`config.mk`:
```
export PLATFORM = sky130hd
export DESIGN_NAME = vector_io_top
export DESIGN_NICKNAME = d
export VERILOG_FILES = /design/src/source/vector_io_pkg.sv /design/src/source/vector_joy_pkg.sv /design/src/source/io_bus_frontend.sv /design/src/source/joy_formatter.sv /design/src/source/joy_port_ctrl.sv /design/src/source/edisk_mapper.sv /design/src/source/covox_dac.sv /design/src/source/vector_io_top.sv
export SDC_FILE = /design/constraint.sdc
export NUM_CORES = 1
export LEC_CHECK = 0
export BUFFER_PORTS_ARGS = -buffer_cell sky130_fd_sc_hd__buf_2
export CAP_MARGIN = 20
export CORE_ASPECT_RATIO = 0.6
export CORE_MARGIN = 2
export CORE_UTILIZATION = 40
export CTS_BUF_LIST = sky130_fd_sc_hd__clkbuf_4 sky130_fd_sc_hd__clkbuf_8 sky130_fd_sc_hd__clkbuf_16
export CTS_CLUSTER_DIAMETER = 60
export CTS_CLUSTER_SIZE = 12
export DETAILED_ROUTE_END_ITERATION = 12
export MAX_ROUTING_LAYER = met4
export PLACE_DENSITY = 0.69
export RECOVER_POWER = 50
export REMOVE_ABC_BUFFERS = 1
export SYNTH_ARGS = -nofsm -noshare
export SYNTH_HDL_FRONTEND = slang
export SYNTH_SLANG_ARGS = --single-unit
export TNS_END_PERCENT = 5
```
`constraint.sdc`:
```
create_clock -name clk_sys -period 2.53 [get_ports clk_sys]
set_input_delay 0.6325 -clock clk_sys [delete_from_list [all_inputs] [get_ports clk_sys]]
set_output_delay 0.6325 -clock clk_sys [all_outputs]
set_load 0.05 [all_outputs]
```
`src/source/vector_io_pkg.sv`:
```
//----------------------------------------------------------
// Vector 06C I/O block common definitions
// Port address map, decoded port classes and bus widths
//----------------------------------------------------------

package vector_io_pkg;

	typedef logic [7:0]  port_addr_t;
	typedef logic [7:0]  io_data_t;
	typedef logic [15:0] mem_addr_t;

	//----------------------------------------------------------
	// Port address map
	//----------------------------------------------------------
	localparam port_addr_t ADDR_JOY_CTRL_BIT  = 8'h04;
	localparam port_addr_t ADDR_JOY_CTRL_BYTE = 8'h05;
	localparam port_addr_t ADDR_JOY_P         = 8'h06;
	localparam port_addr_t ADDR_COVOX_PU      = 8'h07;
	localparam port_addr_t ADDR_JOY_A         = 8'h0E;
	localparam port_addr_t ADDR_JOY_B         = 8'h0F;
	localparam port_addr_t ADDR_EDISK         = 8'h10;

	// Decoded port classes
	typedef enum logic [2:0] {
		CLS_NONE     = 3'd0,
		CLS_JOY_CTRL = 3'd1,
		CLS_JOY_P    = 3'd2,
		CLS_COVOX_PU = 3'd3,
		CLS_JOY_A    = 3'd4,
		CLS_JOY_B    = 3'd5,
		CLS_EDISK    = 3'd6
	} port_class_e;

	// Page 0 is main RAM, pages 1..4 are the e-disk banks
	localparam int EDISK_PAGE_W = 3;

	// Floating bus on unmapped reads
	localparam io_data_t READ_IDLE_BYTE = 8'hFF;

endpackage

```
`src/source/vector_joy_pkg.sv`:
```
//----------------------------------------------------------
// Joystick definitions
// Pad bit layout, pad count and P-port select codes
//----------------------------------------------------------

package vector_joy_pkg;

	localparam int PAD_COUNT = 2;

	// One bit per key, set while pressed
	// Bits 6 and 7 carry Fire3 and Fire4, unused by the ports
	typedef logic [7:0] pad_t;

	localparam int PAD_RIGHT = 0;
	localparam int PAD_LEFT  = 1;
	localparam int PAD_DOWN  = 2;
	localparam int PAD_UP    = 3;
	localparam int PAD_FIRE1 = 4;
	localparam int PAD_FIRE2 = 5;

	// Control register bits 6:5
	typedef enum logic [1:0] {
		JOY_SEL_BOTH = 2'b00,
		JOY_SEL_A    = 2'b01,
		JOY_SEL_B    = 2'b10,
		JOY_SEL_NONE = 2'b11
	} joy_sel_e;

endpackage

```
`src/source/io_bus_frontend.sv`:
```
//----------------------------------------------------------
// I/O bus front end
// Holds one request, decodes the port class, pulses the
// write strobe and returns read data on the response channel
//----------------------------------------------------------

module io_bus_frontend import vector_io_pkg::*; (
	input  logic        clk_sys,
	input  logic        cold_reset,

	input  logic        req_valid_i,
	output logic        req_ready_o,
	input  logic        req_write_i,
	input  port_addr_t  req_addr_i,
	input  io_data_t    req_data_i,

	output logic        rsp_valid_o,
	input  logic        rsp_ready_i,
	output io_data_t    rsp_data_o,

	output logic        wr_stb_o,
	output port_class_e wr_class_o,
	output io_data_t    wr_data_o,
	output logic        wr_addr0_o,

	input  io_data_t    joy_p_i,
	input  io_data_t    joy_pu_i,
	input  io_data_t    joy_a_i,
	input  io_data_t    joy_b_i
);

	logic        held_valid_q;
	logic        held_write_q;
	port_addr_t  held_addr_q;
	io_data_t    held_data_q;
	port_class_e held_class;
	io_data_t    read_byte;

	// One transaction in flight at a time
	assign req_ready_o = !held_valid_q && !rsp_valid_o;

	always_comb begin
		case (held_addr_q)
			ADDR_JOY_CTRL_BIT,
			ADDR_JOY_CTRL_BYTE: held_class = CLS_JOY_CTRL;
			ADDR_JOY_P:         held_class = CLS_JOY_P;
			ADDR_COVOX_PU:      held_class = CLS_COVOX_PU;
			ADDR_JOY_A:         held_class = CLS_JOY_A;
			ADDR_JOY_B:         held_class = CLS_JOY_B;
			ADDR_EDISK:         held_class = CLS_EDISK;
			default:            held_class = CLS_NONE;
		endcase
	end

	// Read-back mux
	always_comb begin
		case (held_class)
			CLS_JOY_CTRL: read_byte = 8'h00;
			CLS_JOY_P:    read_byte = joy_p_i;
			CLS_COVOX_PU: read_byte = joy_pu_i;
			CLS_JOY_A:    read_byte = joy_a_i;
			CLS_JOY_B:    read_byte = joy_b_i;
			default:      read_byte = READ_IDLE_BYTE;
		endcase
	end

	//----------------------------------------------------------
	// Control state
	//----------------------------------------------------------
	always_ff @(posedge clk_sys) begin
		if (cold_reset) begin
			held_valid_q <= 1'b0;
			wr_stb_o     <= 1'b0;
			rsp_valid_o  <= 1'b0;
		end else begin
			// Slot clears the cycle after it fills
			held_valid_q <= req_valid_i && req_ready_o;
			wr_stb_o     <= held_valid_q && held_write_q;
			if (held_valid_q && !held_write_q)
				rsp_valid_o <= 1'b1;
			else if (rsp_ready_i)
				rsp_valid_o <= 1'b0;
		end
	end

	// Payload
	always_ff @(posedge clk_sys) begin
		if (req_valid_i && req_ready_o) begin
			held_write_q <= req_write_i;
			held_addr_q  <= req_addr_i;
			held_data_q  <= req_data_i;
		end
		if (held_valid_q && held_write_q) begin
			wr_class_o <= held_class;
			wr_data_o  <= held_data_q;
			wr_addr0_o <= held_addr_q[0];
		end
		if (held_valid_q && !held_write_q)
			rsp_data_o <= read_byte;
	end

endmodule

```
`src/source/joy_formatter.sv`:
```
//----------------------------------------------------------
// Pad formatter
// Samples one pad and builds its active-low P-port byte
//----------------------------------------------------------

module joy_formatter
	import vector_io_pkg::*;
	import vector_joy_pkg::*;
(
	input  logic     clk_sys,
	input  logic     cold_reset,
	input  pad_t     pad_i,
	output io_data_t port_o,
	output pad_t     pad_q_o
);

	always_ff @(posedge clk_sys) begin
		if (cold_reset)
			pad_q_o <= '0;
		else
			pad_q_o <= pad_i;
	end

	// Pressed key reads 0, bits 5:4 are unused and read 1
	assign port_o = ~{pad_q_o[PAD_FIRE2],
	                  pad_q_o[PAD_FIRE1],
	                  2'b00,
	                  pad_q_o[PAD_DOWN],
	                  pad_q_o[PAD_UP],
	                  pad_q_o[PAD_LEFT],
	                  pad_q_o[PAD_RIGHT]};

endmodule

```
`src/source/joy_port_ctrl.sv`:
```
//----------------------------------------------------------
// Joystick port controller
// Control register, P-port pad select and merged PU byte
//----------------------------------------------------------

module joy_port_ctrl
	import vector_io_pkg::*;
	import vector_joy_pkg::*;
(
	input  logic        clk_sys,
	input  logic        cold_reset,

	input  logic        wr_stb_i,
	input  port_class_e wr_class_i,
	input  io_data_t    wr_data_i,
	input  logic        wr_addr0_i,

	input  io_data_t    port_a_i,
	input  io_data_t    port_b_i,
	input  pad_t        pad_a_i,
	input  pad_t        pad_b_i,

	output io_data_t    joy_p_o,
	output io_data_t    joy_pu_o
);

	io_data_t ctrl_q;
	pad_t     pad_or;

	// 05h loads the byte, 04h sets or clears a single bit
	always_ff @(posedge clk_sys) begin
		if (cold_reset) begin
			ctrl_q <= '0;
		end else if (wr_stb_i && wr_class_i == CLS_JOY_CTRL) begin
			if (wr_addr0_i)
				ctrl_q <= wr_data_i;
			else if (!wr_data_i[7])
				ctrl_q[wr_data_i[3:1]] <= wr_data_i[0];
		end
	end

	always_comb begin
		case (joy_sel_e'(ctrl_q[6:5]))
			JOY_SEL_BOTH: joy_p_o = port_a_i & port_b_i;
			JOY_SEL_A:    joy_p_o = port_a_i;
			JOY_SEL_B:    joy_p_o = port_b_i;
			default:      joy_p_o = 8'hFF;
		endcase
	end

	// PU port is active high, both pads merged
	assign pad_or   = pad_a_i | pad_b_i;
	assign joy_pu_o = {pad_or[PAD_UP],
	                   pad_or[PAD_RIGHT],
	                   pad_or[PAD_DOWN],
	                   pad_or[PAD_LEFT],
	                   pad_or[PAD_FIRE1],
	                   pad_or[PAD_FIRE2],
	                   2'b00};

endmodule

```
`src/source/edisk_mapper.sv`:
```
//----------------------------------------------------------
// E-disk mapper
// Turns the CPU address and stack flag into a RAM page
//----------------------------------------------------------

module edisk_mapper import vector_io_pkg::*; (
	input  logic                    clk_sys,
	input  logic                    cold_reset,

	input  logic                    wr_stb_i,
	input  port_class_e             wr_class_i,
	input  io_data_t                wr_data_i,

	input  mem_addr_t               mem_addr_i,
	input  logic                    mem_stack_i,
	input  logic                    mem_access_i,

	output logic [EDISK_PAGE_W-1:0] ed_page_o
);

	io_data_t ed_reg_q;
	logic     upper_hi;
	logic     upper_lo;
	logic     ed_win;
	logic     stack_hit;
	logic     win_hit;

	always_ff @(posedge clk_sys) begin
		if (cold_reset)
			ed_reg_q <= '0;
		else if (wr_stb_i && wr_class_i == CLS_EDISK)
			ed_reg_q <= wr_data_i;
	end

	//----------------------------------------------------------
	// Window decode
	//----------------------------------------------------------
	// A000-DFFF always, E000-FFFF by bit 7, 8000-9FFF by bit 6
	assign upper_hi = mem_addr_i[14] & mem_addr_i[13];
	assign upper_lo = ~mem_addr_i[14] & ~mem_addr_i[13];
	assign ed_win   = mem_addr_i[15] & ((mem_addr_i[14] ^ mem_addr_i[13]) |
	                                    (ed_reg_q[7] & upper_hi) |
	                                    (ed_reg_q[6] & upper_lo));

	assign stack_hit = ed_reg_q[4] & mem_stack_i & mem_access_i;
	assign win_hit   = ed_reg_q[5] & ed_win & mem_access_i;

	// Stack mapping wins over the window
	always_comb begin
		if (stack_hit)
			ed_page_o = EDISK_PAGE_W'(ed_reg_q[3:2]) + EDISK_PAGE_W'(1);
		else if (win_hit)
			ed_page_o = EDISK_PAGE_W'(ed_reg_q[1:0]) + EDISK_PAGE_W'(1);
		else
			ed_page_o = '0;
	end

endmodule

```
`src/source/covox_dac.sv`:
```
//----------------------------------------------------------
// Covox DAC
// 8-bit DAC latch with a write hold-off after reset
// and while the boot ROM is mapped
//----------------------------------------------------------

module covox_dac import vector_io_pkg::*; #(
	parameter int unsigned COVOX_HOLD_CYCLES = 200000000
) (
	input  logic        clk_sys,
	input  logic        cold_reset,
	input  logic        rom_enable_i,
	input  logic        wr_stb_i,
	input  port_class_e wr_class_i,
	input  io_data_t    wr_data_i,
	output io_data_t    covox_o
);

	localparam int HOLD_W = $clog2(COVOX_HOLD_CYCLES + 1);

	logic [HOLD_W-1:0] hold_cnt_q;

	// Reload while held, then run down to zero
	always_ff @(posedge clk_sys) begin
		if (cold_reset || rom_enable_i)
			hold_cnt_q <= HOLD_W'(COVOX_HOLD_CYCLES);
		else if (hold_cnt_q != '0)
			hold_cnt_q <= hold_cnt_q - HOLD_W'(1);
	end

	always_ff @(posedge clk_sys) begin
		if (cold_reset)
			covox_o <= '0;
		else if (wr_stb_i && wr_class_i == CLS_COVOX_PU && hold_cnt_q == '0)
			covox_o <= wr_data_i;
	end

endmodule

```
`src/source/vector_io_top.sv`:
```
//----------------------------------------------------------
// Vector 06C I/O port block
// Bus front end, pad formatters, joystick ports,
// e-disk mapper and covox DAC
//----------------------------------------------------------

module vector_io_top
	import vector_io_pkg::*;
	import vector_joy_pkg::*;
#(
	parameter int unsigned COVOX_HOLD_CYCLES = 200000000
) (
	input  logic                    clk_sys,
	input  logic                    cold_reset,

	input  logic                    req_valid_i,
	output logic                    req_ready_o,
	input  logic                    req_write_i,
	input  port_addr_t              req_addr_i,
	input  io_data_t                req_data_i,

	output logic                    rsp_valid_o,
	input  logic                    rsp_ready_i,
	output io_data_t                rsp_data_o,

	input  pad_t                    pad_a_i,
	input  pad_t                    pad_b_i,

	input  mem_addr_t               mem_addr_i,
	input  logic                    mem_stack_i,
	input  logic                    mem_access_i,
	input  logic                    rom_enable_i,

	output logic [EDISK_PAGE_W-1:0] ed_page_o,
	output io_data_t                covox_o
);

	logic        wr_stb;
	port_class_e wr_class;
	io_data_t    wr_data;
	logic        wr_addr0;
	io_data_t    joy_p;
	io_data_t    joy_pu;

	pad_t        pad_in [PAD_COUNT];
	pad_t        pad_q [PAD_COUNT];
	io_data_t    pad_port [PAD_COUNT];

	assign pad_in[0] = pad_a_i;
	assign pad_in[1] = pad_b_i;

	io_bus_frontend u_io_bus_frontend (
		.clk_sys     (clk_sys),
		.cold_reset  (cold_reset),
		.req_valid_i (req_valid_i),
		.req_ready_o (req_ready_o),
		.req_write_i (req_write_i),
		.req_addr_i  (req_addr_i),
		.req_data_i  (req_data_i),
		.rsp_valid_o (rsp_valid_o),
		.rsp_ready_i (rsp_ready_i),
		.rsp_data_o  (rsp_data_o),
		.wr_stb_o    (wr_stb),
		.wr_class_o  (wr_class),
		.wr_data_o   (wr_data),
		.wr_addr0_o  (wr_addr0),
		.joy_p_i     (joy_p),
		.joy_pu_i    (joy_pu),
		.joy_a_i     (pad_port[0]),
		.joy_b_i     (pad_port[1])
	);

	// Pad A at index 0, pad B at index 1
	for (genvar i = 0; i < PAD_COUNT; i++) begin : g_pad
		joy_formatter u_joy_formatter (
			.clk_sys    (clk_sys),
			.cold_reset (cold_reset),
			.pad_i      (pad_in[i]),
			.port_o     (pad_port[i]),
			.pad_q_o    (pad_q[i])
		);
	end

	joy_port_ctrl u_joy_port_ctrl (
		.clk_sys    (clk_sys),
		.cold_reset (cold_reset),
		.wr_stb_i   (wr_stb),
		.wr_class_i (wr_class),
		.wr_data_i  (wr_data),
		.wr_addr0_i (wr_addr0),
		.port_a_i   (pad_port[0]),
		.port_b_i   (pad_port[1]),
		.pad_a_i    (pad_q[0]),
		.pad_b_i    (pad_q[1]),
		.joy_p_o    (joy_p),
		.joy_pu_o   (joy_pu)
	);

	edisk_mapper u_edisk_mapper (
		.clk_sys      (clk_sys),
		.cold_reset   (cold_reset),
		.wr_stb_i     (wr_stb),
		.wr_class_i   (wr_class),
		.wr_data_i    (wr_data),
		.mem_addr_i   (mem_addr_i),
		.mem_stack_i  (mem_stack_i),
		.mem_access_i (mem_access_i),
		.ed_page_o    (ed_page_o)
	);

	covox_dac #(
		.COVOX_HOLD_CYCLES (COVOX_HOLD_CYCLES)
	) u_covox_dac (
		.clk_sys      (clk_sys),
		.cold_reset   (cold_reset),
		.rom_enable_i (rom_enable_i),
		.wr_stb_i     (wr_stb),
		.wr_class_i   (wr_class),
		.wr_data_i    (wr_data),
		.covox_o      (covox_o)
	);

endmodule

```
* Word-level counts from Yosys, hierarchy flattened
Cells that the tools add are included.
** Word-level totals
- Flip-flop bits (word level) :: 104
- Output and inout port bits :: 21
- Input bits :: 56
- Word-level logic and storage cells :: 88
** Cells by class
- Add/subtract/negate cells :: 3
- Bitwise gates (word level) :: 18
- Eq/ne operators :: 18
- Reduce and logical (&&, ||, !) cells :: 19
- Magnitude comparators :: 2
- Mux-type cells :: 12
** Operators with widths (number)
- one-hot mux 8 bit (5 select lines) :: 1
- equality test 8 x 3 -> 1 bit, second input constant :: 4
- logical NOT 28 bit :: 1
- nonzero test 28 bit :: 1
- subtractor 28 x 1 -> 28 bit, second input constant :: 1
- one-hot mux 8 bit (3 select lines) :: 1
- one-hot mux 3 bit (6 select lines) :: 1
- equality test 8 x 4 -> 1 bit, second input constant :: 2
- 2-to-1 mux 8 bit :: 2
- inverter 8 bit :: 2
- AND 1 bit :: 9
- equality test 3 x 2 -> 1 bit, second input constant :: 3
- equality test 3 bit, second input constant :: 3
- logical AND 1 bit :: 9
- AND 8 bit :: 1
- bitwise mux 8 bit :: 1
- equality test 8 x 5 -> 1 bit, second input constant :: 1
- adder 2 x 1 -> 3 bit, second input constant :: 2
- equality test 3 x 1 -> 1 bit, second input constant :: 2
- 2-to-1 mux 3 bit :: 2
- bitwise OR 6 bit :: 1
- less-than comparator 3 x 4 -> 1 bit, second input constant :: 1
- demux 1 bit (select 3 bit) :: 1
- >= comparator 3 x 1 -> 1 bit, second input constant :: 1
- 13 further kinds :: 19

* Longest topological paths before layout
- Depth after elaboration :: 9
- Depth in mapped cells :: 9
- Mapped depth without buffers :: 7

* Cells and area by module
A second synthesis with hierarchy kept.
** Unflattened totals
- Cell total of the unflattened synthesis :: 446
- Area, all modules :: 4630.7 µm²
** By module, submodules not included
- covox_dac :: cells an instance 202, times used 1, sequential area each 720.7 µm², area each 1740.4 µm²
- io_bus_frontend :: cells an instance 109, times used 1, sequential area each 1171.1 µm², area each 1660.3 µm²
- joy_formatter :: cells an instance 25, times used 2, sequential area each 160.2 µm², area each 251.5 µm²
- edisk_mapper :: cells an instance 51, times used 1, sequential area each 160.2 µm², area each 420.4 µm²
- joy_port_ctrl :: cells an instance 34, times used 1, sequential area each 40.0 µm², area each 306.5 µm²

* Least setup slack after synthesis
Ideal clock, no wire load.
- Path type :: input port to output port
- From :: input port mem_addr_i[13]
- To :: output port ed_page_o[0]
- Setup slack :: -224 ps
- Path buffers :: 0
- Cell stages on the path :: 6
- Required time :: 1898 ps
- Arrival time :: 2121 ps
- Cells stage by stage :: inv_1 -> ha_1 -> a221oi_1 -> a211oi_1 -> inv_1 -> o22ai_1
** On the way
- Longest elaborated chain between the ends :: 9
- Elaborated cells on any way between the ends :: 13
- Those cells by class :: 2 x mux; 11 x bitwise
** RTL lines
- from (decl) :: line vector_io_top.sv:29 : input mem_addr_t mem_addr_i,
- AND 1 bit / inverter 1 bit (equally long branches) :: line edisk_mapper.sv:39, edisk_mapper.sv:40
- AND 1 bit, on equally long branches :: line edisk_mapper.sv:42, edisk_mapper.sv:40
- bitwise OR 1 bit / AND 1 bit (equally long branches) :: line edisk_mapper.sv:41, edisk_mapper.sv:43
- bitwise OR 1 bit (*) :: line edisk_mapper.sv:42 : (ed_reg_q[7] & upper_hi) |
- AND 1 bit (*) :: line edisk_mapper.sv:41 : assign ed_win = mem_addr_i[15] & ((mem_addr_i[14] ^ mem_addr_i[13]) |
- AND 1 bit (*) (2 in series) :: line edisk_mapper.sv:46 : assign win_hit = ed_reg_q[5] & ed_win & mem_access_i;
- 2-to-1 mux 3 bit (*) :: line edisk_mapper.sv:52 : else if (win_hit)
- 2-to-1 mux 3 bit (*) :: line edisk_mapper.sv:50 : if (stack_hit)
- to (decl) :: line vector_io_top.sv:34 : output logic [EDISK_PAGE_W-1:0] ed_page_o,
Mark *: on every way between the ends. The rest lies on a longest branch, timed or not.

* Final worst setup path
- From :: input port mem_addr_i[13]
- To :: output port ed_page_o[1]
The elaborated chain is that of the path after synthesis.

==> metrics.md <==
| Metric | Value |
|---|---|
| R2R setup slack | 0.16 ns |
| Sink Count | 98 |
| Arr. time, crit path | 1.78 ns |
| Reg2reg path depth | 8 |
| # setup viols final | 0 |
| Gr usage total | 17.7% |
| Critical-path top delay cell | ha_1 |
| Routing usage on met1 | 24.6% |
| DRC | 0 |
| # diodes | 0 |
| Crit path cell chain | buf_2 -> inv_1 -> ha_1 -> a221oi_1 -> a211oi_2 -> a22o_1 -> buf_2 |
| Place WS | -0.0163 ns |
| Kind of cell adding the most delay to the critical path | compound AO/OA/AOI/OAI gates |
| Synth warnings | 0 |
| Most numerous cell on the critical path | buf_2 |
| Area growth syn-to-layout | 19.5% |
| CTS Buf Count | 9 |
| Critical Path RT | 1.90 ns |
| Top-count cell post-synth | dfxtp_1 |
| Hold WC Path Type | reg2reg |
| # rows | 28 |
| Most used DFF post-synth | dfxtp_1 |
| Routed wire length | 9.09 mm |
| Worst Hold Depth | 0 |
| Endpoints failing hold | 0 |
| F_max | 414 MHz |
| Final worst slack | 0.117 ns |
| Buf/Inv on CP | 3 |
| Top cells by count, synth | 61 x dfxtp_1, 41 x nor2_1, 37 x edfxtp_1 |
| Max cap viols | 0 |
| Post-Synthesis Cells | 404 |
| Die width | 135 microns |
| Worst slew pin tran | 1.05 ns |
| VDD IR max | 0.454 mV |
| Worst flop-to-flop path endpoint | u_covox_dac.covox_o[3]$_SDFFE_PP0P_ |
| Hold Crit Endpoint | u_io_bus_frontend.wr_data_o[7]$_DFFE_PP_ |
| Postcts setup bufs | 0 |
| Syn_area_per_cell | 10.2 sq um |
| Met3 usage | 4.76% |
| Non-filler cells, final | 610 |
| Critical Path Sink Type | output pin |
| CTS root buf | clkbuf_16 |
| Cell variety after synth | 51 |
| Initial Util | 41.4% |
| Vias in the first global route | 2943 |
| Clock insertion delay at the later pin of the skew report | 0.33 ns |
| Seq/Total Area, Yosys | 56.7% |
| LEAKAGE | 1.80 nW |
| Status | complete, no violations |
| Die area | 11100 sq um |
| Htree depth | 3 |
| CTS hold repair buffers | 0 |
| Final Skew | 0.00683 ns |
| Slew HR | 30.0% |
| Critical Path Max Stage Delay | 0.27 ns |
| Gr ovfl total | 0 |
| Die H | 82.6 microns |
| Pin count of the biggest net entering global routing | 33 |
| RSZ-0062 raised after global routing | false |
| Post-route ant nets | 0 |
| Critical path class | in2out |
| Reg-to-Reg Start | u_covox_dac.hold_cnt_q[1]$_SDFFE_PP0N_ |
| Power density over cell area | 665 nW/um^2 |
| Clk slew on worst S/H paths | 0.06 ns |
| Top cells by area, synth | dfxtp_1 30%, edfxtp_1 27%, nor2_1 3.7% |
| Post-synth ARST share | 0% |
| Post-synth EDFFs | 37 |
| Nets@finish | 531 |
| Worst setup SP type | input pin |
| Port Buffers | 59 |
| Number of placed I/O pins | 77 |
| Synth area leader | dfxtp_1 |
| First-pass GRT wire length | 14.5 mm |
| Via-to-Cell Ratio | 5.24 |
| Max-slew violation count | 0 |
| Register bit total from synthesis | 98 |
| GR Util met2 | 24.6% |
| Tmin final | 2.41 ns |
| Hold Startpoint | u_io_bus_frontend.held_data_q[7]$_DFFE_PP_ |
| Clock Path Buffers | 2 |
| Detail Placement HPWL | 6.74 mm |
| Crit path max fanout | 3 |
| GR peak layer | met1 |
| Placer congestion estimate | 0.835 |
| CTS tree | built |
| Layout cells sized above 1 | 19.2% |
| Core Area | 9950 sq um |
| Placed Instances | 594 |
| Via count | 3196 |
| Synthesized area | 4120 sq um |
| Top cell type's share of synthesized area | 29.7% |
| 1st-pass router iterations | 4 |
| Antenna violations before repair | 0 |
| DRT iter0 DRCs | 178 |
| Wirelength per Cell | 14.9 microns |
| Period utilisation layout | 95.4% |
metal layers:
layer / wire length (microns) / share of wire, %
met1: 4620 / 51
met5: 0 / 0
met4: 107 / 1.2
met2: 3820 / 42
met3: 545 / 6.0
placed cells by master (no fill, tap or decap), drive strengths merged, types with 5 or more instances in the layout:
| cell | instances |
|---|---|
| a31oi | 6 |
| xor2 | 8 |
| a21oi | 16 |
| o211ai | 6 |
| o21ai | 10 |
| nor2b | 17 |
| edfxtp | 37 |
| or3 | 5 |
| nor3 | 16 |
| a211oi | 9 |
| xnor2 | 11 |
| nor2 | 41 |
| mux2i | 8 |
| nand4 | 6 |
| ha | 5 |
| nand4b | 5 |
| nand3 | 12 |
| dfxtp | 61 |
| o22ai | 9 |
| nand2 | 33 |
| nor4 | 7 |
| inv | 21 |
| clkbuf | 18 |
| buf | 68 |
report_power, final:
| group | leakage (nW) | switching [mW] | internal, mW |
|---|---|---|---|
| logic | 0.818 | 0.171 | 0.111 |
| registers | 0.849 | 0.0458 | 1.70 |
| clock network | 0.135 | 0.527 | 0.720 |
| total | 1.80 | 0.744 | 2.53 |
registers in the layout, summed over array words and instances (netlist names), 2 cells and up:
register                       count
u_covox_dac.hold_cnt_q            28
g_pad.u_joy_formatter.pad_q_o     12
u_covox_dac.covox_o                8
u_edisk_mapper.ed_reg_q            8
u_io_bus_frontend.held_addr_q      8
u_io_bus_frontend.held_data_q      8
u_io_bus_frontend.rsp_data_o       8
u_io_bus_frontend.wr_data_o        8
u_io_bus_frontend.wr_class_o       3
u_joy_port_ctrl.ctrl_q             2
stage by stage:
step | util (%) | hold WS (ns) | total power, mW | area, sq um | setup TNS, ns
5_1_grt | 49.4 | 0.428 | 3.41 | 4920 | 0
2_1_floorplan | - | 0.400 | 1.93 | 4050 | -2.99
4_1_cts | 49.4 | 0.420 | 3.31 | 4920 | 0
3_3_place_gp | 46.5 | 0.402 | 2.04 | 4630 | 0
3_5_place_dp | 46.5 | 0.406 | 2.05 | 4630 | -0.0163
6_report | 49.4 | 0.420 | 3.27 | 4920 | 0
worst max path at each step:
stage	slack (ns)	cells past startpoint	endpoint	startpoint
finish	0.12	7	ed_page_o[1]	mem_addr_i[13]
detailed placement	-0.02	8	ed_page_o[0]	mem_addr_i[13]
global route	0.006	8	ed_page_o[0]	mem_addr_i[14]
floorplan	-0.32	7	u_covox_dac.hold_cnt_q[9]$_SDFFE_PP1N_	u_covox_dac.hold_cnt_q[0]$_SDFFE_PP0N_
global placement	0.03	8	ed_page_o[0]	mem_addr_i[13]
CTS	0.03	8	u_covox_dac.hold_cnt_q[2]$_SDFFE_PP0N_	u_covox_dac.hold_cnt_q[1]$_SDFFE_PP0N_
cells by family after synthesis:
family                   count (synthesis)  synth area share, %
buffers and inverters                   40                 3.71
flip-flops                              98                 56.7
XOR/XNOR                                19                 4.04
multiplexers                             8                 1.95
AND/OR/NAND/NOR                        160                 20.2
AO/OA/AOI/OAI                           74                 12.0
adder cells (fa/ha/maj)                  5                 1.52
timing repair:
action | in CTS | in global routing
setup endpoints to repair | 2 | 16
gates resized for setup | 2 | 7
pin swaps | 0 | 1
cell type report:
type,instances,area [sq um]
fillers,935,5030
flip-flops and latches,98,2330
multi-input cells,266,1650
repair buffers,73,404
clock buffers,13,262
well taps,135,169
inverters,22,82.6
clock inverters,3,15.0
Note: power is estimated with default switching activity, not from simulation.
